<file path="src/hw/mailbox_cfg.svh">
// Sizes and register map of the host mailbox
// The FIFO depth must stay 2**MBX_AW, and the offsets assume a 4-bit byte address
`ifndef MAILBOX_CFG_SVH
`define MAILBOX_CFG_SVH

`define MBX_AW     5       // FIFO pointer width
`define MBX_DW     32      // Message word width
`define MBX_DEPTH  32      // Entries, equals 2**MBX_AW
`define AXIL_AW    4       // Byte address width on the bus

`define REG_PUSH   4'h0    // Write only, pushes one word
`define REG_POP    4'h4    // Read only, pops the head word
`define REG_STATUS 4'h8    // Read only, flags and level
`define REG_IRQ_EN 4'hC    // Read and write, bit 0

`endif

</file>
<file path="src/hw/mailbox_pkg.sv">
// Storage types of the mailbox FIFO
// Widths follow the cfg header, and the level needs one bit more than a pointer
`default_nettype none

`include "mailbox_cfg.svh"

package mailbox_pkg;

   // One message as the host sees it
   typedef logic [`MBX_DW-1:0] mbx_data_t;

   // Read and write pointers wrap naturally at MBX_DEPTH
   typedef logic [`MBX_AW-1:0] mbx_addr_t;

   // Stored words, 0 to MBX_DEPTH
   typedef logic [`MBX_AW:0] mbx_level_t;

endpackage

`default_nettype wire

</file>
<file path="src/hw/axil_pkg.sv">
// AXI4-Lite bus types for the mailbox slave
// Only OKAY and SLVERR are ever returned
`default_nettype none

`include "mailbox_cfg.svh"

package axil_pkg;

   typedef logic [`AXIL_AW-1:0] axil_addr_t;   // Byte address

   typedef enum logic [1:0] {
      OKAY   = 2'b00,
      SLVERR = 2'b10
   } axil_resp_t;

   typedef enum logic {
      W_IDLE,                                 // Waiting for AW and W together
      W_RESP                                  // B channel held until bready
   } wr_state_t;

   typedef enum logic {
      R_IDLE,                                 // Waiting for AR
      R_DATA                                  // R channel held until rready
   } rd_state_t;

endpackage

`default_nettype wire

</file>
<file path="src/hw/memory_dp.sv">
// Distributed dual-port memory, write on the clock edge, read without a clock
// No reset on the contents, words are undefined until written
`default_nettype none

`include "mailbox_cfg.svh"

module memory_dp
(
   input  wire                   clk,
   input  wire logic             wr_en,
   input  mailbox_pkg::mbx_addr_t wr_addr,
   input  mailbox_pkg::mbx_data_t wr_data,
   input  mailbox_pkg::mbx_addr_t rd_addr,
   output mailbox_pkg::mbx_data_t rd_data
);

   mailbox_pkg::mbx_data_t mem [`MBX_DEPTH];   // Maps to LUT RAM

   always_ff @(posedge clk)
   begin
      if (wr_en)
      begin
         mem[wr_addr] <= wr_data;             // Single write port
      end
   end

   // Head word is visible in the same cycle
   assign rd_data = mem[rd_addr];

endmodule

`default_nettype wire

</file>
<file path="src/hw/fifo_sync.sv">
// 32-deep synchronous FIFO over distributed memory, flags held in registers
// No overflow or underflow check, the driver must not push when full or pop when empty
`default_nettype none

`include "mailbox_cfg.svh"

module fifo_sync
(
   input  wire                      clk,
   input  wire                      reset,
   input  wire logic                wr_en,
   input  wire logic                rd_en,
   input  mailbox_pkg::mbx_data_t    wr_data,
   output mailbox_pkg::mbx_data_t    rd_data,
   output logic                     rd_empty,
   output logic                     wr_full,
   output mailbox_pkg::mbx_level_t   level
);

   mailbox_pkg::mbx_addr_t wr_addr;           // Next slot to write
   mailbox_pkg::mbx_addr_t rd_addr;           // Current head

   always_ff @(posedge clk)
   begin
      if (reset)
      begin
         wr_addr  <= '0;
         rd_addr  <= '0;
         level    <= '0;
         rd_empty <= 1'b1;
         wr_full  <= 1'b0;
      end
      else if (wr_en && rd_en)
      begin
         wr_addr <= wr_addr + 1'b1;           // Level and flags unchanged
         rd_addr <= rd_addr + 1'b1;
      end
      else if (wr_en)
      begin
         wr_addr  <= wr_addr + 1'b1;
         level    <= level + 1'b1;
         rd_empty <= 1'b0;
         if (level == mailbox_pkg::mbx_level_t'(`MBX_DEPTH - 1))
            wr_full <= 1'b1;                  // Last free slot taken
      end
      else if (rd_en)
      begin
         rd_addr <= rd_addr + 1'b1;
         level   <= level - 1'b1;
         wr_full <= 1'b0;
         if (level == mailbox_pkg::mbx_level_t'(1))
            rd_empty <= 1'b1;                 // Last word leaving
      end
   end

   memory_dp mem
   (
      .clk     (clk),
      .wr_en   (wr_en),
      .wr_addr (wr_addr),
      .wr_data (wr_data),
      .rd_addr (rd_addr),
      .rd_data (rd_data)
   );

endmodule

`default_nettype wire

</file>
<file path="src/hw/mailbox_regs.sv">
// AXI4-Lite register block of the mailbox, one outstanding write and one read
// Byte strobes are ignored and every write is a full word
`default_nettype none

`include "mailbox_cfg.svh"

module mailbox_regs
(
   input  wire                      clk,
   input  wire                      reset,
   input  axil_pkg::axil_addr_t      awaddr,
   input  wire logic                awvalid,
   output logic                     awready,
   input  mailbox_pkg::mbx_data_t    wdata,
   input  wire logic [`MBX_DW/8-1:0] wstrb,
   input  wire logic                wvalid,
   output logic                     wready,
   output axil_pkg::axil_resp_t      bresp,
   output logic                     bvalid,
   input  wire logic                bready,
   input  axil_pkg::axil_addr_t      araddr,
   input  wire logic                arvalid,
   output logic                     arready,
   output mailbox_pkg::mbx_data_t    rdata,
   output axil_pkg::axil_resp_t      rresp,
   output logic                     rvalid,
   input  wire logic                rready,
   output logic                     irq,
   output logic                     fifo_wr_en,
   output logic                     fifo_rd_en,
   output mailbox_pkg::mbx_data_t    fifo_wr_data,
   input  mailbox_pkg::mbx_data_t    fifo_rd_data,
   input  wire logic                fifo_empty,
   input  wire logic                fifo_full,
   input  mailbox_pkg::mbx_level_t   fifo_level
);

   axil_pkg::wr_state_t    wr_state;
   axil_pkg::rd_state_t    rd_state;
   axil_pkg::axil_addr_t   aw_word;           // Write offset, low bits cleared
   axil_pkg::axil_addr_t   ar_word;           // Read offset, low bits cleared
   axil_pkg::axil_resp_t   wr_resp;           // Response of the write being accepted
   axil_pkg::axil_resp_t   rd_resp;           // Response of the read being accepted
   mailbox_pkg::mbx_data_t rd_word;           // Data of the read being accepted
   mailbox_pkg::mbx_data_t status_word;
   logic                   wr_accept;
   logic                   rd_accept;
   logic                   irq_en;

   assign aw_word = {awaddr[`AXIL_AW-1:2], 2'b00};
   assign ar_word = {araddr[`AXIL_AW-1:2], 2'b00};

   // AW and W only taken together, so both readies are one signal
   assign wr_accept = (wr_state == axil_pkg::W_IDLE) && awvalid && wvalid;
   assign awready   = wr_accept;
   assign wready    = wr_accept;
   assign bvalid    = (wr_state == axil_pkg::W_RESP);

   assign rd_accept = (rd_state == axil_pkg::R_IDLE) && arvalid;
   assign arready   = rd_accept;
   assign rvalid    = (rd_state == axil_pkg::R_DATA);

   assign fifo_wr_data = wdata;               // wstrb not applied

   always_comb
   begin
      status_word = '0;
      status_word[0] = fifo_empty;
      status_word[1] = fifo_full;
      status_word[8 +: `MBX_AW+1] = fifo_level; // Level in bits 13:8
   end

   // Write decode, push only when there is room
   always_comb
   begin
      fifo_wr_en = 1'b0;
      wr_resp    = axil_pkg::SLVERR;
      case (aw_word)
         `REG_PUSH:
         begin
            if (!fifo_full)
            begin
               wr_resp    = axil_pkg::OKAY;
               fifo_wr_en = wr_accept;
            end
         end
         `REG_IRQ_EN: wr_resp = axil_pkg::OKAY;
         default:     wr_resp = axil_pkg::SLVERR; // POP and STATUS are read only
      endcase
   end

   // Read decode, pop only when a word is there
   always_comb
   begin
      fifo_rd_en = 1'b0;
      rd_resp    = axil_pkg::SLVERR;
      rd_word    = '0;
      case (ar_word)
         `REG_POP:
         begin
            if (!fifo_empty)
            begin
               rd_resp    = axil_pkg::OKAY;
               rd_word    = fifo_rd_data;     // Head word before the pop
               fifo_rd_en = rd_accept;
            end
         end
         `REG_STATUS:
         begin
            rd_resp = axil_pkg::OKAY;
            rd_word = status_word;            // State before this edge
         end
         `REG_IRQ_EN:
         begin
            rd_resp    = axil_pkg::OKAY;
            rd_word[0] = irq_en;
         end
         default: rd_resp = axil_pkg::SLVERR; // PUSH is write only
      endcase
   end

   always_ff @(posedge clk)
   begin
      if (reset)
      begin
         wr_state <= axil_pkg::W_IDLE;
         irq_en   <= 1'b0;
      end
      else if (wr_state == axil_pkg::W_IDLE)
      begin
         if (wr_accept)
         begin
            wr_state <= axil_pkg::W_RESP;
            if (aw_word == `REG_IRQ_EN)
               irq_en <= wdata[0];
         end
      end
      else if (bready)
      begin
         wr_state <= axil_pkg::W_IDLE;        // Response taken
      end
   end

   always_ff @(posedge clk)
   begin
      if (reset)
         rd_state <= axil_pkg::R_IDLE;
      else if (rd_state == axil_pkg::R_IDLE)
      begin
         if (rd_accept)
            rd_state <= axil_pkg::R_DATA;
      end
      else if (rready)
         rd_state <= axil_pkg::R_IDLE;
   end

   // Response payload captured at acceptance
   always_ff @(posedge clk)
   begin
      if (wr_accept)
         bresp <= wr_resp;
      if (rd_accept)
      begin
         rresp <= rd_resp;
         rdata <= rd_word;
      end
   end

   // Level interrupt, one cycle behind flag or enable
   always_ff @(posedge clk)
   begin
      if (reset)
         irq <= 1'b0;
      else
         irq <= irq_en && !fifo_empty;
   end

endmodule

`default_nettype wire

</file>
<file path="src/hw/mailbox_top.sv">
// Host mailbox, AXI4-Lite register block in front of a 32-deep FIFO
// Single clock domain, one outstanding write and one outstanding read
`default_nettype none

`include "mailbox_cfg.svh"

module mailbox_top
(
   input  wire                      clk,
   input  wire                      reset,
   input  axil_pkg::axil_addr_t      awaddr,
   input  wire logic                awvalid,
   output logic                     awready,
   input  mailbox_pkg::mbx_data_t    wdata,
   input  wire logic [`MBX_DW/8-1:0] wstrb,
   input  wire logic                wvalid,
   output logic                     wready,
   output axil_pkg::axil_resp_t      bresp,
   output logic                     bvalid,
   input  wire logic                bready,
   input  axil_pkg::axil_addr_t      araddr,
   input  wire logic                arvalid,
   output logic                     arready,
   output mailbox_pkg::mbx_data_t    rdata,
   output axil_pkg::axil_resp_t      rresp,
   output logic                     rvalid,
   input  wire logic                rready,
   output logic                     irq
);

   logic                    fifo_wr_en;
   logic                    fifo_rd_en;
   mailbox_pkg::mbx_data_t  fifo_wr_data;
   mailbox_pkg::mbx_data_t  fifo_rd_data;     // Head word, asynchronous
   logic                    fifo_empty;
   logic                    fifo_full;
   mailbox_pkg::mbx_level_t fifo_level;

   mailbox_regs regs
   (
      .clk          (clk),
      .reset        (reset),
      .awaddr       (awaddr),
      .awvalid      (awvalid),
      .awready      (awready),
      .wdata        (wdata),
      .wstrb        (wstrb),
      .wvalid       (wvalid),
      .wready       (wready),
      .bresp        (bresp),
      .bvalid       (bvalid),
      .bready       (bready),
      .araddr       (araddr),
      .arvalid      (arvalid),
      .arready      (arready),
      .rdata        (rdata),
      .rresp        (rresp),
      .rvalid       (rvalid),
      .rready       (rready),
      .irq          (irq),
      .fifo_wr_en   (fifo_wr_en),
      .fifo_rd_en   (fifo_rd_en),
      .fifo_wr_data (fifo_wr_data),
      .fifo_rd_data (fifo_rd_data),
      .fifo_empty   (fifo_empty),
      .fifo_full    (fifo_full),
      .fifo_level   (fifo_level)
   );

   fifo_sync fifo
   (
      .clk      (clk),
      .reset    (reset),
      .wr_en    (fifo_wr_en),
      .rd_en    (fifo_rd_en),
      .wr_data  (fifo_wr_data),
      .rd_data  (fifo_rd_data),
      .rd_empty (fifo_empty),
      .wr_full  (fifo_full),
      .level    (fifo_level)
   );

endmodule

`default_nettype wire

</file>
<file path="config.mk">
export PLATFORM = sky130hd
export DESIGN_NAME = mailbox_top
export DESIGN_NICKNAME = d
export VERILOG_FILES = /design/src/hw/mailbox_pkg.sv /design/src/hw/axil_pkg.sv /design/src/hw/memory_dp.sv /design/src/hw/fifo_sync.sv /design/src/hw/mailbox_regs.sv /design/src/hw/mailbox_top.sv
export VERILOG_INCLUDE_DIRS = /design/src /design/src/hw
export SDC_FILE = /design/constraint.sdc
export NUM_CORES = 1
export LEC_CHECK = 0
export ABC_AREA = 0
export BUFFER_PORTS_ARGS = -buffer_cell sky130_fd_sc_hd__buf_2
export CORE_ASPECT_RATIO = 1.75
export CORE_UTILIZATION = 53
export CTS_CLUSTER_DIAMETER = 100
export DETAILED_ROUTE_END_ITERATION = 8
export PLACE_DENSITY = 0.79
export RECOVER_POWER = 50
export SYNTH_ARGS = -nofsm -noshare
export SYNTH_HDL_FRONTEND = slang
export SYNTH_SLANG_ARGS = --single-unit
</file>
<file path="constraint.sdc">
create_clock -name clk -period 8.4 [get_ports clk]
set_input_delay 1.26 -clock clk [delete_from_list [all_inputs] [get_ports clk]]
set_output_delay 1.26 -clock clk [all_outputs]
set_load 0.005 [all_outputs]
</file>
==> out/qor.csv, run 1 <==
metric,value,unit
post-route-util,0.593,
clk_pin_slew,0.06,ns
place_congestion,0.835,
drc_errors,0,
grt_usage,0.254,
seq_area_frac_synth,0.777,
cts_tree,done,
pwr-share-clk,0.397,
grt_max_degree,145,
timing.hold.ws,0.491,ns
grt_antenna_before_repair,3,
ir_drop,0.172,mV
crit_chain,clkbuf_1 -> nor2b_1 -> clkbuf_1 -> buf_2,
die_x,214,um
hold_viol,0,
synth_cell_types,54,
end_kind,output pin,
setup.worst_path.start_class,input port,
crit_path_frequent_cell,clkbuf_1,
max_freq,232,MHz
critPathTopFamily,buffers and inverters,
slowest_stage,clkbuf_1,
nets,2078,
synth_fa_ha_area_frac,0.00451,
cp_num_buf_inv,3,
crit_arrival,3.06,ns
period_minus_slack,4.32,ns
clk_latency,0.68,ns
synth-async-reset-ratio,0,
synth_top_family_by_area,multiplexers,
dieArea,0.0796,sq mm
root_buffer,clkbuf_16,
drive_gt1_frac,0.250,
finalCritPeriodShare,0.514,
run_status,finished with violations,
stdcell_area,0.0460,sq mm
synth-edff-count,1058,
yosysTopAreaCellShare,0.764,
finClkSkew,0.0412,ns
grt_pass1_vias,21300,
fillers,5119,
powerDensity,220,mW/mm^2
avgSynthCellArea,21.9,sq um
layout_commonest_cell,edfxtp_1,
pwr-share-comb,0.013,
yosysWarnings,0,
ys_ff_latch,1085,
globalRoute.totalOverflow,0,
core_area,0.0775,sq mm
tightest_slew,1.66,ns
portBuffers,82,
post_cts_resize_count,0,
maxCapViolCount,6,
cts_buffer_depth,3,
first_pass_iters,7,
postCtsSetupRepairBufs,0,
routed-via-count,20300,
pin_count,93,
grt_pass1_wl,142,mm
synthMuxAreaShare,0.150,
routed_via_density,6.53,
power,10.1,mW
synth_xor_area_frac,0.00295,
synthCells,1898,
power_switching,1.99,mW
final_max_slew_viol_count,169,
crit_type,input port to output pin,
place_area,0.0433,sq mm
synth_area_leaders,"edfxtp_1 (76%), mux4_2 (13%), mux2_2 (1.4%)",
rsz0062_at_grt,no,
synth-compound-area-share,0.0281,
final_antenna_net_count,0,
crit_required,7.14,ns
dp_hpwl,51.4,mm
violations,"capacitance limit, slew limit",
die_h,373,um
cp_max_fo,17,
syn_to_final_growth,10.5,%
syn-cell-area,0.0416,sq mm
cpPeakStageDelay,1.18,ns
postCtsHoldBufs,0,
cts_made_buffers,87,
power_frac_seq,0.590,
wl_per_cell,31.3,um
fp-row-count,135,
hold_path_class,register to register,
totalWireLength,97.3,mm
slew_headroom,-0.106,
drt_iter0_drc,2726,
leakagePower,13.7,nW
synth_top_flop_cell,edfxtp_1,
clock-sinks,1085,
htreeDepth,3,
sw_frac_of_total,0.197,
fin_tns_setup,0,ns
synth_area_leader_cell,edfxtp_1,
initial_core_util,0.536,
setup_violations,0,
final_cell_mix,"edfxtp_1 (1058), mux4_2 (233), clkbuf_16 (89), clkbuf_1 (75)",
p_int,8.10,mW
synthSimpleGateAreaFrac,0.0222,
-- per-layer routing --
metal / up-vias / track usage / share of wire
met1: 10500 / 0.298 / 0.33
li1: 8186 / - / -
met5: - / 0 / 0.00020
met4: 4 / 0.127 / 0.051
met3: 274 / 0.0499 / 0.088
met2: 1251 / 0.443 / 0.53
-- flip-flops by register name (all words and copies together) (netlist names), 5 cells and up, named ones only --
signal	count
fifo.mem.mem	1024
fifo.wr_addr	5
fifo.level	6
fifo.rd_addr	5
regs.rdata	32
-- metrics by stage --
stage | std cells | setup slack, ns
5_1_grt | 3103 | 3.97
3_5_place_dp | 2950 | 3.60
4_1_cts | 3103 | 4.37
6_report | 3105 | 4.08
2_1_floorplan | 1899 | 4.31
3_3_place_gp | 2950 | 3.75
-- cell type report --
class	count	area, sq um	share of cell area
Clock buffer	111	2330	0.0507
Clock inverter	42	389	0.00846
Antenna cell	2	5.00	0.000109
Sequential cell	1085	32300	0.703
Multi-Input combinational cell	697	8890	0.193
Inverter	13	48.8	0.00106
Timing Repair Buffer	128	707	0.0154
Tap cell	1027	1280	0.0279
-- power groups by stage --
stage          Clock (mW)  Combinational [mW]  Sequential, mW
5_1_grt              4.22               0.140            5.96
2_1_floorplan           0              0.0285            6.07
6_report             4.00               0.130            5.96
3_3_place_gp            0               0.122            6.07
4_1_cts              4.04               0.134            5.95
3_5_place_dp            0               0.133            6.07
-- cell usage after synthesis (20+ instances only) --
cell type,n
a211oi_1,29
a221oi_1,20
buf_2,30
buf_4,21
clkbuf_1,38
dfxtp_1,27
edfxtp_1,1058
mux2_2,50
mux2i_1,42
mux4_2,233
nand2_1,30
nor2_1,55
nor2b_1,22
o22ai_1,50
-- kinds of logic after synthesis --
logic type / count (synthesis)
buf+inv: 117
flops: 1085
mux: 325
simple gates: 183
xor+xnor: 14
other cells: 1
fa+ha+maj: 15
compound gates: 158
-- final timing paths --
check	from	endpoint	slack [ns]	depth (start not counted)
hold / removal	regs.bvalid	regs.bvalid	0.49	2
setup reg to reg	fifo.wr_full	fifo.mem.mem[19][27]	4.61	5
setup / recovery	arvalid	arready	4.08	4
hold reg to reg	regs.bvalid	regs.bvalid	0.49	2
-- worst reg2reg max path, cell delays in order (launching register included) --
cell and delay [ns]:
dfxtp_1 0.34, nor3_1 0.50, nand2_1 0.23, inv_1 0.40
nand2_1 0.60, nor2_4 1.27
Power figures use the tool's default switching activity.
==> run 2: changes to the inputs <==
Settings changed: ABC_AREA 0 to 1.
Clock period 8.4 ns to 4.4 ns, I/O delays scaled along.
==> out/qor.csv, run 2 <==
metric,value,unit
synth_area_leader_cell,edfxtp_1,
crit_type,register to register,
place_congestion,0.825,
synth_commonest_cells,"edfxtp_1 (1058), nand2_1 (801), nor2_1 (431)",
synth_top_flop_cell,edfxtp_1,
finalCritPeriodShare,0.794,
grt_pass1_vias,27800,
layout_commonest_cell,edfxtp_1,
place_inst,4492,
maxCapViolCount,1,
post_cts_resize_count,0,
wl_per_cell,24.2,um
grt_antenna_before_repair,1,
drc_errors,0,
synth_area_leaders,"edfxtp_1 (73%), nand2_1 (6.9%), nand3_1 (4.2%)",
post-route-util,0.593,
htreeDepth,3,
drt_iter0_drc,3575,
seq_area_frac_synth,0.745,
leakagePower,16.2,nW
postCtsHoldBufs,0,
globalRoute.totalOverflow,0,
yosysTopAreaCellShare,0.732,
hold_path_class,input port to register,
die_x,218,um
run_status,finished with violations,
met3_usage,0.0472,
synth-edff-count,1058,
fin_tns_setup,0,ns
postCtsSetupRepairBufs,0,
syn_to_final_growth,10.7,%
final_cell_mix,"edfxtp_1 (1058), nand2_1 (801), nor2_1 (402), nand3_1 (363), o21ai_0 (253)",
max_freq,286,MHz
syn-cell-area,0.0434,sq mm
fp-row-count,138,
powerDensity,408,mW/mm^2
yosysWarnings,0,
period_minus_slack,3.49,ns
cp_max_fo,17,
tightest_slew,1.57,ns
pwr-share-comb,0.012,
routed_via_density,6.14,
ir_drop,0.266,mV
cts_made_buffers,88,
synthCells,3506,
setup.worst_path.start_class,register,
final_antenna_net_count,0,
drive_gt1_frac,0.0823,
crit_arrival,3.85,ns
stdcell_area,0.0480,sq mm
cts_buffer_depth,3,
sw_frac_of_total,0.199,
clk_pin_slew,0.06,ns
end_kind,register,
top_regs,"fifo.mem.mem (1024), regs.rdata (32), fifo.level (6)",
fillers,5750,
final_max_slew_viol_count,18,
clock-sinks,1085,
grt_usage,0.272,
grt_max_degree,199,
routed-via-count,28600,
core_area,0.0810,sq mm
place_area,0.0452,sq mm
avgSynthCellArea,12.4,sq um
dieArea,0.0831,sq mm
finClkSkew,0.0254,ns
pin_count,93,
hold_viol,0,
synth-async-reset-ratio,0,
cts_tree,done,
dp_hpwl,61.5,mm
slew_headroom,-0.0493,
power_switching,3.91,mW
gr-max-usage-layer,met2,
portBuffers,82,
pwr-share-clk,0.408,
p_int,15.7,mW
synth_cell_types,33,
largest_register_ff_count,1024,
ys_ff_latch,1085,
rsz0062_at_grt,no,
root_buffer,clkbuf_16,
power_frac_seq,0.580,
grt_pass1_wl,167,mm
grt_use_met1,0.316,
setup_violations,0,
violations,"capacitance limit, slew limit",
first_pass_iters,5,
yosysMostFrequentCell,edfxtp_1,
fin_cells,4658,
r2r_slack,0.91,ns
regMostFlops,fifo.mem.mem,
crit_required,4.76,ns
totalWireLength,113,mm
clk_latency,0.68,ns
met2_usage,0.462,
die_h,381,um
nets,3598,
initial_core_util,0.536,
## run 2: cell count changes after synthesis, sizes merged, moves of 50 or more
cell and delta:
nand2 +771, mux4 -233, buf +71, a21oi +115, mux2 -50, nand3 +345
o21ai +254, clkbuf +52, nor2 +377
## run 2: cell type report
| cell class | count | area [sq um] | share of cell area |
|---|---|---|---|
| Sequential cell | 1085 | 32300 | 0.673 |
| Clock inverter | 64 | 644 | 0.0134 |
| Timing Repair Buffer | 162 | 1240 | 0.0259 |
| Clock buffer | 101 | 2270 | 0.0473 |
| Multi-Input combinational cell | 2156 | 10000 | 0.209 |
| Antenna cell | 1 | 2.50 | 0.0000521 |
| Inverter | 39 | 173 | 0.00360 |
| Tap cell | 1050 | 1310 | 0.0274 |
## run 2: layer usage
layer	wire (um)	up-vias
li1	-	12600
met1	37500	13900
met2	56800	1753
met3	10600	365
met4	7790	2
met5	10	-
## run 2: kinds of logic (layout without fill, tap and decap cells)
logic type                 Yosys count  in the layout  share of synthesized area
AOI/OAI and AO/OA                  533            533                     0.0715
adders and majority gates           15             15                    0.00433
buffers and inverters              266            366                     0.0292
other                                1              3                  0.0000864
xor gates and xnor gates             1              1                   0.000202
and+or+nand+nor                   1605           1605                      0.150
DFF                               1085           1085                      0.745
## run 2: power by group through the flow
stage               logic, mW  registers [mW]  clock network (mW)
floorplan              0.0550            11.6                   0
global placement        0.234            11.6                   0
detailed placement      0.243            11.6                   0
CTS                     0.244            11.4                8.02
global route            0.259            11.4                8.37
finish                  0.240            11.4                7.99
## run 2: worst paths after layout
kind	from	depth (start not counted)	endpoint
worst min register to register	fifo.rd_addr[2]	2	fifo.rd_addr[2]
worst max-delay path	regs.bvalid	7	fifo.mem.mem[9][0]
worst min-delay path	bready	4	regs.bvalid
worst max register to register	regs.bvalid	7	fifo.mem.mem[9][0]
## run 2: critical path, cell delays in order, from the launching register on
cell	delay, ns
dfxtp_1	0.31
inv_1	0.07
nand3_1	0.11
nor2_2	0.12
clkbuf_1	0.62
nand2_1	0.70
nor2_4	0.87
buf_4	0.36
## run 2: through the flow
stage	hold WS, ns	setup slack (ns)	power, mW
2_1_floorplan	0.427	0.350	11.6
3_3_place_gp	0.457	1.19	11.8
3_5_place_dp	0.467	1.10	11.8
4_1_cts	0.257	1.44	19.6
5_1_grt	0.300	0.778	20.0
6_report	0.291	0.908	19.6
